## src/source/dcachePkg.sv

```systemverilog
package dcachePkg;

  ////////////////////////////////////////
  // Default cache geometry
  ////////////////////////////////////////

  // Byte address width seen by the pipeline and by memory
  localparam int defaultAdrWidth = 32;

  // Data word width in bits
  localparam int defaultWordWidth = 32;

  // Words per line as a power of two
  localparam int defaultLineWords = 4;

  // Number of lines as a power of two
  localparam int defaultNumLines = 16;

  ////////////////////////////////////////
  // Line fetch FSM
  ////////////////////////////////////////

  // stIdle   serving hits, waiting for a miss
  // stFetch  requesting one word per ack
  // stFill   writing tag and valid bit
  typedef enum logic [1:0] {
    stIdle,
    stFetch,
    stFill
  } fetchStateT;

endpackage

```

## src/source/cacheTagArray.sv

```systemverilog
`timescale 1ns/1ps

module cacheTagArray #(
  parameter int adrWidth  = dcachePkg::defaultAdrWidth,
  parameter int wordWidth = dcachePkg::defaultWordWidth,
  parameter int lineWords = dcachePkg::defaultLineWords,
  parameter int numLines  = dcachePkg::defaultNumLines
) (
  input  logic                           clk,
  input  logic                           reset,
  // Pipeline address
  input  logic [adrWidth-1:0]            adr,
  // Record tag and set valid for the addressed line
  input  logic                           tagWrite,
  // All bank outputs, bank 0 in the low word
  input  logic [lineWords*wordWidth-1:0] bankBus,
  // Line present with matching tag
  output logic                           hit,
  // Addressed word of the line
  output logic [wordWidth-1:0]           readData
);

  ////////////////////////////////////////
  // Address fields
  ////////////////////////////////////////

  localparam int byteOffsetWidth = $clog2(wordWidth / 8);
  localparam int wordOffsetWidth = $clog2(lineWords);
  localparam int offsetWidth = byteOffsetWidth + wordOffsetWidth;
  localparam int indexWidth = $clog2(numLines);
  // Everything above offset and index
  localparam int tagWidth = adrWidth - offsetWidth - indexWidth;

  logic [wordOffsetWidth-1:0] wordOffset;
  logic [indexWidth-1:0]      lineIndex;
  logic [tagWidth-1:0]        adrTag;

  assign wordOffset = adr[byteOffsetWidth +: wordOffsetWidth];
  assign lineIndex = adr[offsetWidth +: indexWidth];
  assign adrTag = adr[adrWidth-1 -: tagWidth];

  ////////////////////////////////////////
  // Tag and valid storage
  ////////////////////////////////////////

  logic [tagWidth-1:0] tags [numLines];
  // One valid bit per line
  logic [numLines-1:0] valid;

  // Tag of the addressed line recorded at the end of a fill
  always_ff @(posedge clk) begin
    if (tagWrite) begin
      tags[lineIndex] <= adrTag;
    end
  end

  // All lines invalid after reset so first accesses miss
  always_ff @(posedge clk) begin
    if (reset) begin
      valid <= '0;
    end else if (tagWrite) begin
      valid[lineIndex] <= 1'b1;
    end
  end

  ////////////////////////////////////////
  // Lookup
  ////////////////////////////////////////

  // Direct mapped so a single compare
  assign hit = valid[lineIndex] && (tags[lineIndex] == adrTag);

  // Pick the addressed word out of the bank bus
  // Data is don't-care on a miss while stall is high
  assign readData = bankBus[wordOffset * wordWidth +: wordWidth];

endmodule

```

## src/source/cacheWordBank.sv

```systemverilog
`timescale 1ns/1ps

module cacheWordBank #(
  parameter int wordWidth = dcachePkg::defaultWordWidth,
  parameter int numLines  = dcachePkg::defaultNumLines,
  parameter int lineWords = dcachePkg::defaultLineWords,
  // Word position within the line held by this bank
  parameter int bankIndex = 0
) (
  input  logic                         clk,
  // Line selected by the current address
  input  logic [$clog2(numLines)-1:0]  lineIndex,
  // Word position currently being fetched
  input  logic [$clog2(lineWords)-1:0] fillWord,
  input  logic                         fillEnable,
  // Word arriving from memory
  input  logic [wordWidth-1:0]         memReadData,
  // Stored word for lineIndex
  output logic [wordWidth-1:0]         bankData
);

  localparam int wordOffsetWidth = $clog2(lineWords);
  // This bank's position in fill counter terms
  localparam logic [wordOffsetWidth-1:0] myWord = wordOffsetWidth'(bankIndex);

  ////////////////////////////////////////
  // Storage
  ////////////////////////////////////////

  // One word per line
  logic [wordWidth-1:0] mem [numLines];

  // Only the bank matching the fetch count takes the word
  logic bankWrite;

  assign bankWrite = fillEnable && (fillWord == myWord);

  always_ff @(posedge clk) begin
    if (bankWrite) begin
      mem[lineIndex] <= memReadData;
    end
  end

  ////////////////////////////////////////
  // Read
  ////////////////////////////////////////

  // Asynchronous read so hits return in the request cycle
  assign bankData = mem[lineIndex];

endmodule

```

## src/source/dcache.sv

```systemverilog
`timescale 1ns/1ps

module dcache #(
  parameter int adrWidth  = dcachePkg::defaultAdrWidth,
  parameter int wordWidth = dcachePkg::defaultWordWidth,
  parameter int lineWords = dcachePkg::defaultLineWords,
  parameter int numLines  = dcachePkg::defaultNumLines
) (
  input  logic                 clk,
  input  logic                 reset,
  // Pipeline load port
  input  logic [adrWidth-1:0]  adr,
  input  logic                 read,
  output logic [wordWidth-1:0] readData,
  output logic                 stall,
  // Word-wide memory port
  output logic [adrWidth-1:0]  memAdr,
  output logic                 memRead,
  input  logic [wordWidth-1:0] memReadData,
  input  logic                 memAck
);

  localparam int byteOffsetWidth = $clog2(wordWidth / 8);
  localparam int wordOffsetWidth = $clog2(lineWords);
  localparam int offsetWidth = byteOffsetWidth + wordOffsetWidth;
  localparam int indexWidth = $clog2(numLines);

  ////////////////////////////////////////
  // Internal wiring
  ////////////////////////////////////////

  logic                           hit;
  logic [wordOffsetWidth-1:0]     fillWord;
  logic                           fillEnable;
  logic                           tagWrite;
  // Index field shared by every bank
  logic [indexWidth-1:0]          lineIndex;
  // Bank outputs packed side by side
  logic [lineWords*wordWidth-1:0] bankBus;

  assign lineIndex = adr[offsetWidth +: indexWidth];

  // Miss detection and line fetch
  dcacheController #(
    .adrWidth (adrWidth),
    .wordWidth(wordWidth),
    .lineWords(lineWords)
  ) controller (
    .clk       (clk),
    .reset     (reset),
    .adr       (adr),
    .read      (read),
    .hit       (hit),
    .memAck    (memAck),
    .memAdr    (memAdr),
    .memRead   (memRead),
    .stall     (stall),
    .fillWord  (fillWord),
    .fillEnable(fillEnable),
    .tagWrite  (tagWrite)
  );

  // One bank per word position of the line
  for (genvar i = 0; i < lineWords; i++) begin : gBank
    cacheWordBank #(
      .wordWidth(wordWidth),
      .numLines (numLines),
      .lineWords(lineWords),
      .bankIndex(i)
    ) wordBank (
      .clk        (clk),
      .lineIndex  (lineIndex),
      .fillWord   (fillWord),
      .fillEnable (fillEnable),
      .memReadData(memReadData),
      .bankData   (bankBus[i*wordWidth +: wordWidth])
    );
  end

  // Tags, valid bits, hit and word select
  cacheTagArray #(
    .adrWidth (adrWidth),
    .wordWidth(wordWidth),
    .lineWords(lineWords),
    .numLines (numLines)
  ) tagArray (
    .clk     (clk),
    .reset   (reset),
    .adr     (adr),
    .tagWrite(tagWrite),
    .bankBus (bankBus),
    .hit     (hit),
    .readData(readData)
  );

endmodule

```

## src/source/dcacheController.sv

```systemverilog
`timescale 1ns/1ps

module dcacheController #(
  parameter int adrWidth  = dcachePkg::defaultAdrWidth,
  parameter int wordWidth = dcachePkg::defaultWordWidth,
  parameter int lineWords = dcachePkg::defaultLineWords
) (
  input  logic                         clk,
  input  logic                         reset,
  // Pipeline load port
  input  logic [adrWidth-1:0]          adr,
  input  logic                         read,
  // Lookup result from the tag array
  input  logic                         hit,
  // Memory side
  input  logic                         memAck,
  output logic [adrWidth-1:0]          memAdr,
  output logic                         memRead,
  // Pipeline hold
  output logic                         stall,
  // Bank fill control
  output logic [$clog2(lineWords)-1:0] fillWord,
  output logic                         fillEnable,
  // Tag and valid update
  output logic                         tagWrite
);

  ////////////////////////////////////////
  // Address fields
  ////////////////////////////////////////

  // Byte offset inside one word
  localparam int byteOffsetWidth = $clog2(wordWidth / 8);
  // Word offset inside one line
  localparam int wordOffsetWidth = $clog2(lineWords);
  // Full offset inside one line
  localparam int offsetWidth = byteOffsetWidth + wordOffsetWidth;
  // Count value of the last word of a line
  localparam logic [wordOffsetWidth-1:0] lastWord = wordOffsetWidth'(lineWords - 1);

  dcachePkg::fetchStateT state;
  dcachePkg::fetchStateT nextState;

  // Load requested but line absent
  logic miss;
  // Ack for the final word of the line
  logic lastAck;

  assign miss = read && !hit;
  assign lastAck = fillEnable && (fillWord == lastWord);

  ////////////////////////////////////////
  // Fetch FSM
  ////////////////////////////////////////

  always_ff @(posedge clk) begin
    if (reset) begin
      state <= dcachePkg::stIdle;
    end else begin
      state <= nextState;
    end
  end

  always_comb begin
    nextState = state;
    case (state)
      dcachePkg::stIdle: begin
        // Start a line fetch on any miss
        if (miss) begin
          nextState = dcachePkg::stFetch;
        end
      end
      dcachePkg::stFetch: begin
        // Stay until the whole line is in the banks
        if (lastAck) begin
          nextState = dcachePkg::stFill;
        end
      end
      dcachePkg::stFill: begin
        // One cycle for tag and valid before the access hits
        nextState = dcachePkg::stIdle;
      end
      default: begin
        nextState = dcachePkg::stIdle;
      end
    endcase
  end

  ////////////////////////////////////////
  // Word counter
  ////////////////////////////////////////

  // Advances once per ack and wraps to zero after the last word
  always_ff @(posedge clk) begin
    if (reset) begin
      fillWord <= '0;
    end else if (fillEnable) begin
      fillWord <= fillWord + 1'b1;
    end
  end

  ////////////////////////////////////////
  // Outputs
  ////////////////////////////////////////

  // Request held high for the whole fetch so it waits on a slow ack
  assign memRead = (state == dcachePkg::stFetch);

  // Line-aligned address with the current word in the offset field
  // adr is held by the pipeline during the stall so this stays put
  assign memAdr = {adr[adrWidth-1:offsetWidth], fillWord, {byteOffsetWidth{1'b0}}};

  // Bank write strobe on each accepted word
  assign fillEnable = memRead && memAck;

  // Tag written once the data is complete
  assign tagWrite = (state == dcachePkg::stFill);

  // Hold on a miss in idle and for the whole fetch
  assign stall = (state != dcachePkg::stIdle) || miss;

endmodule

```

## config.mk

```make
export PLATFORM = sky130hd
export DESIGN_NAME = dcache
export DESIGN_NICKNAME = d
export VERILOG_FILES = /design/src/source/dcachePkg.sv /design/src/source/cacheTagArray.sv /design/src/source/cacheWordBank.sv /design/src/source/dcache.sv /design/src/source/dcacheController.sv
export SDC_FILE = /design/constraint.sdc
export NUM_CORES = 2
export LEC_CHECK = 0
export BUFFER_PORTS_ARGS = -buffer_cell sky130_fd_sc_hd__buf_2
export CORE_ASPECT_RATIO = 1.2
export CORE_UTILIZATION = 56
export DETAILED_ROUTE_END_ITERATION = 16
export PLACE_DENSITY = 0.83
export SLEW_MARGIN = 10
export SYNTH_ARGS = -nofsm -noshare
export SYNTH_HDL_FRONTEND = slang
export SYNTH_SLANG_ARGS = --single-unit
```

## constraint.sdc

```tcl
create_clock -name clk -period 13.05 [get_ports clk]
set_input_delay 3.2625 -clock clk [delete_from_list [all_inputs] [get_ports clk]]
set_output_delay 3.2625 -clock clk [all_outputs]
set_load 0.05 [all_outputs]
```

==> results summary <==
The number of max-cap violations came out at 0. The critical path goes through buf_8 -> buf_4 -> mux4_2 -> a22o_1 -> a221oi_2 -> xor2_1 -> nand4_1 -> a211oi_1 -> nand4_1 -> a211o_1 -> buf_2. Once placement finished, the instance area stood at 97600 µm².

The worst setup path is of the input pin to output pin kind. Adding up every negative setup slack in the final design gives 0 ns. The worst hold path terminates at tagArray.valid[6]. The share of synthesized area occupied by flip-flops and latches came out at 78.2%. Setup repair after global routing left no endpoint under its margin. The number of endpoints with negative hold slack in the final report came out at 0. During synthesis, Yosys emitted a total of 0 warnings. The share of layout cells above drive strength 1 came out at 33.1%. The number of port buffers is 129. The number of vias per cell after detailed routing came out at 7.20. The initial antenna violation count is 23. During I/O placement, the number of pins put on the boundary was 134. The worst path required time came out at 9.79 ns. The buffer and inverter count on the worst path came out at 3. The worst hold path passes through 2 cells. In this run the most critical hold path is launched from tagArray.valid[6]. The cell area power density is 153 nW/µm². The first global-routing pass estimated 374000 µm of wire.

Measured along the x axis, the die boundary spans 376 µm. At the later pin of the worst-skew pair, clock insertion delay measures 0.88 ns. The tightest slew margin relative to the limit came out at 17.8%. The kind of start point of the critical path is an input pin. The post-cts repair resize count came out at 0. The synthesized area per cell is 24.9 µm². The cell family contributing the most delay on the critical path is buffers and inverters. The overall fraction of global-route tracks in use is 32.5%.

The number of CTS-inserted buffers is 222. In this run the worst hold path is classified as flip-flop to flip-flop. The highest clock rate came out at 0.0928 GHz.

The critical path's most frequent cell is sky130_fd_sc_hd__nand4_1. The count of nets left with antenna violations once routing finished came out at 0. Detailed routing inserted a total of 46321 vias.

Buffers added to address setup during post-CTS repair amount to 0. STA puts the critical path data arrival time at 7.52 ns. The total number of clock tree sinks came out at 2452. For the worst flop-to-flop path, the logic depth is 5. The number of DRC markers in iteration 0 is 9036. The cell with the largest stage delay on the worst path is sky130_fd_sc_hd__buf_8. The leakage power summed over all cells is 0.0321 µW. The async set or reset register ratio after synthesis is 0%. The chip height came out at 451 µm. The post-DP HPWL is 123000 µm.

The share of the clock period used by the worst path is 82.6%. The total die area is 169000 µm². The worst clock skew on the final layout came out at 0.0412 ns. The clock tree root driver cell is sky130_fd_sc_hd__clkbuf_16.

The time the worst path needs with I/O delays and setup came out at 10.78 ns. The largest vdd supply drop is 0.123 mV. The maximum cell stage delay along the critical path is 0.69 ns. The post-synthesis register bit count came out at 2452.

Setup slack on the worst reg-to-reg path comes out at 9.32 ns. The end of the worst register-to-register path is gBank[3].wordBank.mem[11][5]. For this configuration, the core starts out at a cell density of 56.4%.

The via count of the first global-routing pass was 47564. In this run the critical register-to-register path is launched from controller.state[0]. The total non-filler cell area in the finished layout came out at 105000 µm². At the pin with the least slew margin, the transition time is 1.23 ns. The number of H-tree branching levels came out at 4. After detailed routing, the average wire length per cell comes to 42.1 µm.

In this run, distinct cell masters in the synthesized netlist total 51. The number of iterations in the first detailed-routing pass came out at 6. The TritonCTS clock tree is built. For this run, the leading register cell type out of synthesis is sky130_fd_sc_hd__edfxtp_1. The count of final setup violators is 0. The maximum clock insertion buffer count came out at 3.

In this run the standard cell core region covers 166000 µm². The total wirelength of the detailed-routed design came out at 271000 µm. Along the worst path, the maximum fanout reaches 85. The total overflow left after global routing is 0. The layout-stage area growth over the synthesis result came out at 11.5%. The count of nets after finishing is 4069. The post-synthesis instance area came out at 93900 µm².

The synthesized instance count is 3774. After clock tree synthesis, the clock-pin slew on the worst setup and hold paths is 0.06 ns. The row count came out at 164. The number of flops mapped to enable cells by yosys came out at 2432. The worst setup path is captured at an output pin.

The number of max-slew violations in the final report came to 0. The largest net degree at the start of global routing is 161. In this run, post-CTS hold repair placed 0 buffers. The final weighted congestion of routability-driven global placement is 0.775.

The count of unresolved DRC violations after routing came out at 0. The flow ran to the end, and the final reports show no timing, DRC or antenna violations.
-- Yosys cell counts (5+ instances only) --
| library cell | number | share of area (%) |
|---|---|---|
| sky130_fd_sc_hd__buf_1 | 28 | 0.11 |
| sky130_fd_sc_hd__nor2b_1 | 9 | 0.060 |
| sky130_fd_sc_hd__mux4_2 | 765 | 18 |
| sky130_fd_sc_hd__nand3_1 | 9 | 0.048 |
| sky130_fd_sc_hd__nor2_1 | 126 | 0.50 |
| sky130_fd_sc_hd__o21ai_0 | 7 | 0.037 |
| sky130_fd_sc_hd__dfxtp_1 | 20 | 0.43 |
| sky130_fd_sc_hd__a211oi_1 | 5 | 0.040 |
| sky130_fd_sc_hd__buf_6 | 8 | 0.096 |
| sky130_fd_sc_hd__nand2_1 | 31 | 0.12 |
| sky130_fd_sc_hd__mux2i_1 | 46 | 0.49 |
| sky130_fd_sc_hd__buf_2 | 67 | 0.36 |
| sky130_fd_sc_hd__inv_1 | 5 | 0.020 |
| sky130_fd_sc_hd__xor2_1 | 10 | 0.093 |
| sky130_fd_sc_hd__clkbuf_1 | 81 | 0.32 |
| sky130_fd_sc_hd__edfxtp_1 | 2432 | 78 |
| sky130_fd_sc_hd__nand4_1 | 6 | 0.040 |
| sky130_fd_sc_hd__mux2_2 | 5 | 0.060 |
| sky130_fd_sc_hd__a22oi_1 | 6 | 0.048 |
| sky130_fd_sc_hd__buf_4 | 36 | 0.29 |
| sky130_fd_sc_hd__xnor2_1 | 15 | 0.14 |
-- state kept, by name, indices dropped and copies added, names as in the netlist --
signal               count
controller.state         2
gBank.wordBank.mem    2048
tagArray.valid          16
tagArray.tags          384
controller.fillWord      2
-- cells in the final DEF (no fill, tap or decap), types with 3 or more instances in the layout --
master / count
sky130_fd_sc_hd__buf_4: 87
sky130_fd_sc_hd__buf_8: 4
sky130_fd_sc_hd__xnor2_1: 15
sky130_fd_sc_hd__a211oi_1: 5
sky130_fd_sc_hd__clkinvlp_4: 7
sky130_fd_sc_hd__nor2_1: 46
sky130_fd_sc_hd__nand4_1: 6
sky130_fd_sc_hd__edfxtp_1: 2432
sky130_fd_sc_hd__inv_1: 5
sky130_fd_sc_hd__inv_6: 5
sky130_fd_sc_hd__nor2b_1: 9
sky130_fd_sc_hd__bufinv_16: 18
sky130_fd_sc_hd__buf_2: 124
sky130_fd_sc_hd__nor2_4: 80
sky130_fd_sc_hd__nand3_1: 9
sky130_fd_sc_hd__and2_1: 4
sky130_fd_sc_hd__clkinv_1: 59
sky130_fd_sc_hd__clkbuf_16: 226
sky130_fd_sc_hd__a22o_1: 4
sky130_fd_sc_hd__o21ai_0: 7
sky130_fd_sc_hd__ha_1: 4
sky130_fd_sc_hd__diode_2: 15
sky130_fd_sc_hd__mux2i_1: 46
sky130_fd_sc_hd__mux2_2: 5
sky130_fd_sc_hd__clkbuf_1: 45
sky130_fd_sc_hd__dfxtp_1: 20
sky130_fd_sc_hd__mux4_2: 765
sky130_fd_sc_hd__a21oi_1: 4
sky130_fd_sc_hd__buf_12: 7
sky130_fd_sc_hd__xor2_1: 10
sky130_fd_sc_hd__a221oi_2: 3
sky130_fd_sc_hd__nand2_1: 30
sky130_fd_sc_hd__a22oi_1: 6
sky130_fd_sc_hd__o211ai_1: 4
sky130_fd_sc_hd__clkinv_2: 39
sky130_fd_sc_hd__nor3b_1: 4
-- layer usage --
metal  vias up  global-route usage, %  share of wire [%]
met1     24065                   40.1                 31
li1      16741                      -                  -
met2      4565                   51.7                 49
met5         -                      0              0.055
met4        22                   20.5                7.1
met3       928                   8.14                 13
-- tightest hold or removal path: stages (launching register included) --
cell and delay [ns]:
sky130_fd_sc_hd__dfxtp_1 0.32, sky130_fd_sc_hd__nor2_1 0.05, sky130_fd_sc_hd__nor2_1 0.07
-- logic make-up (layout without fill, tap and decap cells) --
group | count (synthesis) | in the layout | synth area share [%]
adder cells (fa/ha/maj) | 4 | 4 | 0.0533
other | 1 | 17 | 0.00399
AO/OA/AOI/OAI | 46 | 46 | 0.393
buffers and inverters | 231 | 636 | 1.29
XOR/XNOR | 25 | 25 | 0.233
AND/OR/NAND/NOR | 199 | 199 | 0.910
flip-flops | 2452 | 2452 | 78.2
multiplexers | 816 | 816 | 18.9
-- where the power goes --
group	total (µW)	switching, µW	internal (µW)
registers	8670	5.53	8670
clock network	6510	2980	3530
logic	836	533	303
total	16000	3520	12500
-- metrics by stage --
stage	setup WS (ns)	instances	utilization (%)	total power, µW	hold WS, ns
CTS	2.29	6421	62.9	16000	0.476
floorplan	4.02	3775	-	9350	0.435
global placement	2.33	6014	58.6	9600	0.450
global route	2.06	6433	62.9	16300	0.502
detailed placement	2.40	6014	58.6	9640	0.462
finish	2.27	6436	62.9	16000	0.475
-- worst max path at each step --
stage | start | end | slack [ns] | depth (start not counted)
after floorplan | adr[4] | readData[10] | 4.02 | 6
after global placement | adr[4] | stall | 2.33 | 11
after detailed placement | adr[4] | stall | 2.40 | 11
after CTS | adr[4] | stall | 2.29 | 11
after global routing | adr[4] | stall | 2.06 | 11
final | adr[4] | stall | 2.27 | 11
-- final cells by class --
type                       count  area, µm²
sequential                  2452      73400
clock buffer                 271       5820
timing repair buffer         222       1470
multi-input combinational   1092      19900
antenna                       15       37.5
tap                         2241       2800
inverter                       7       26.3
fill                        9872      61800
clock inverter               136       1200
No activity file was read; power rests on OpenSTA's default activity.
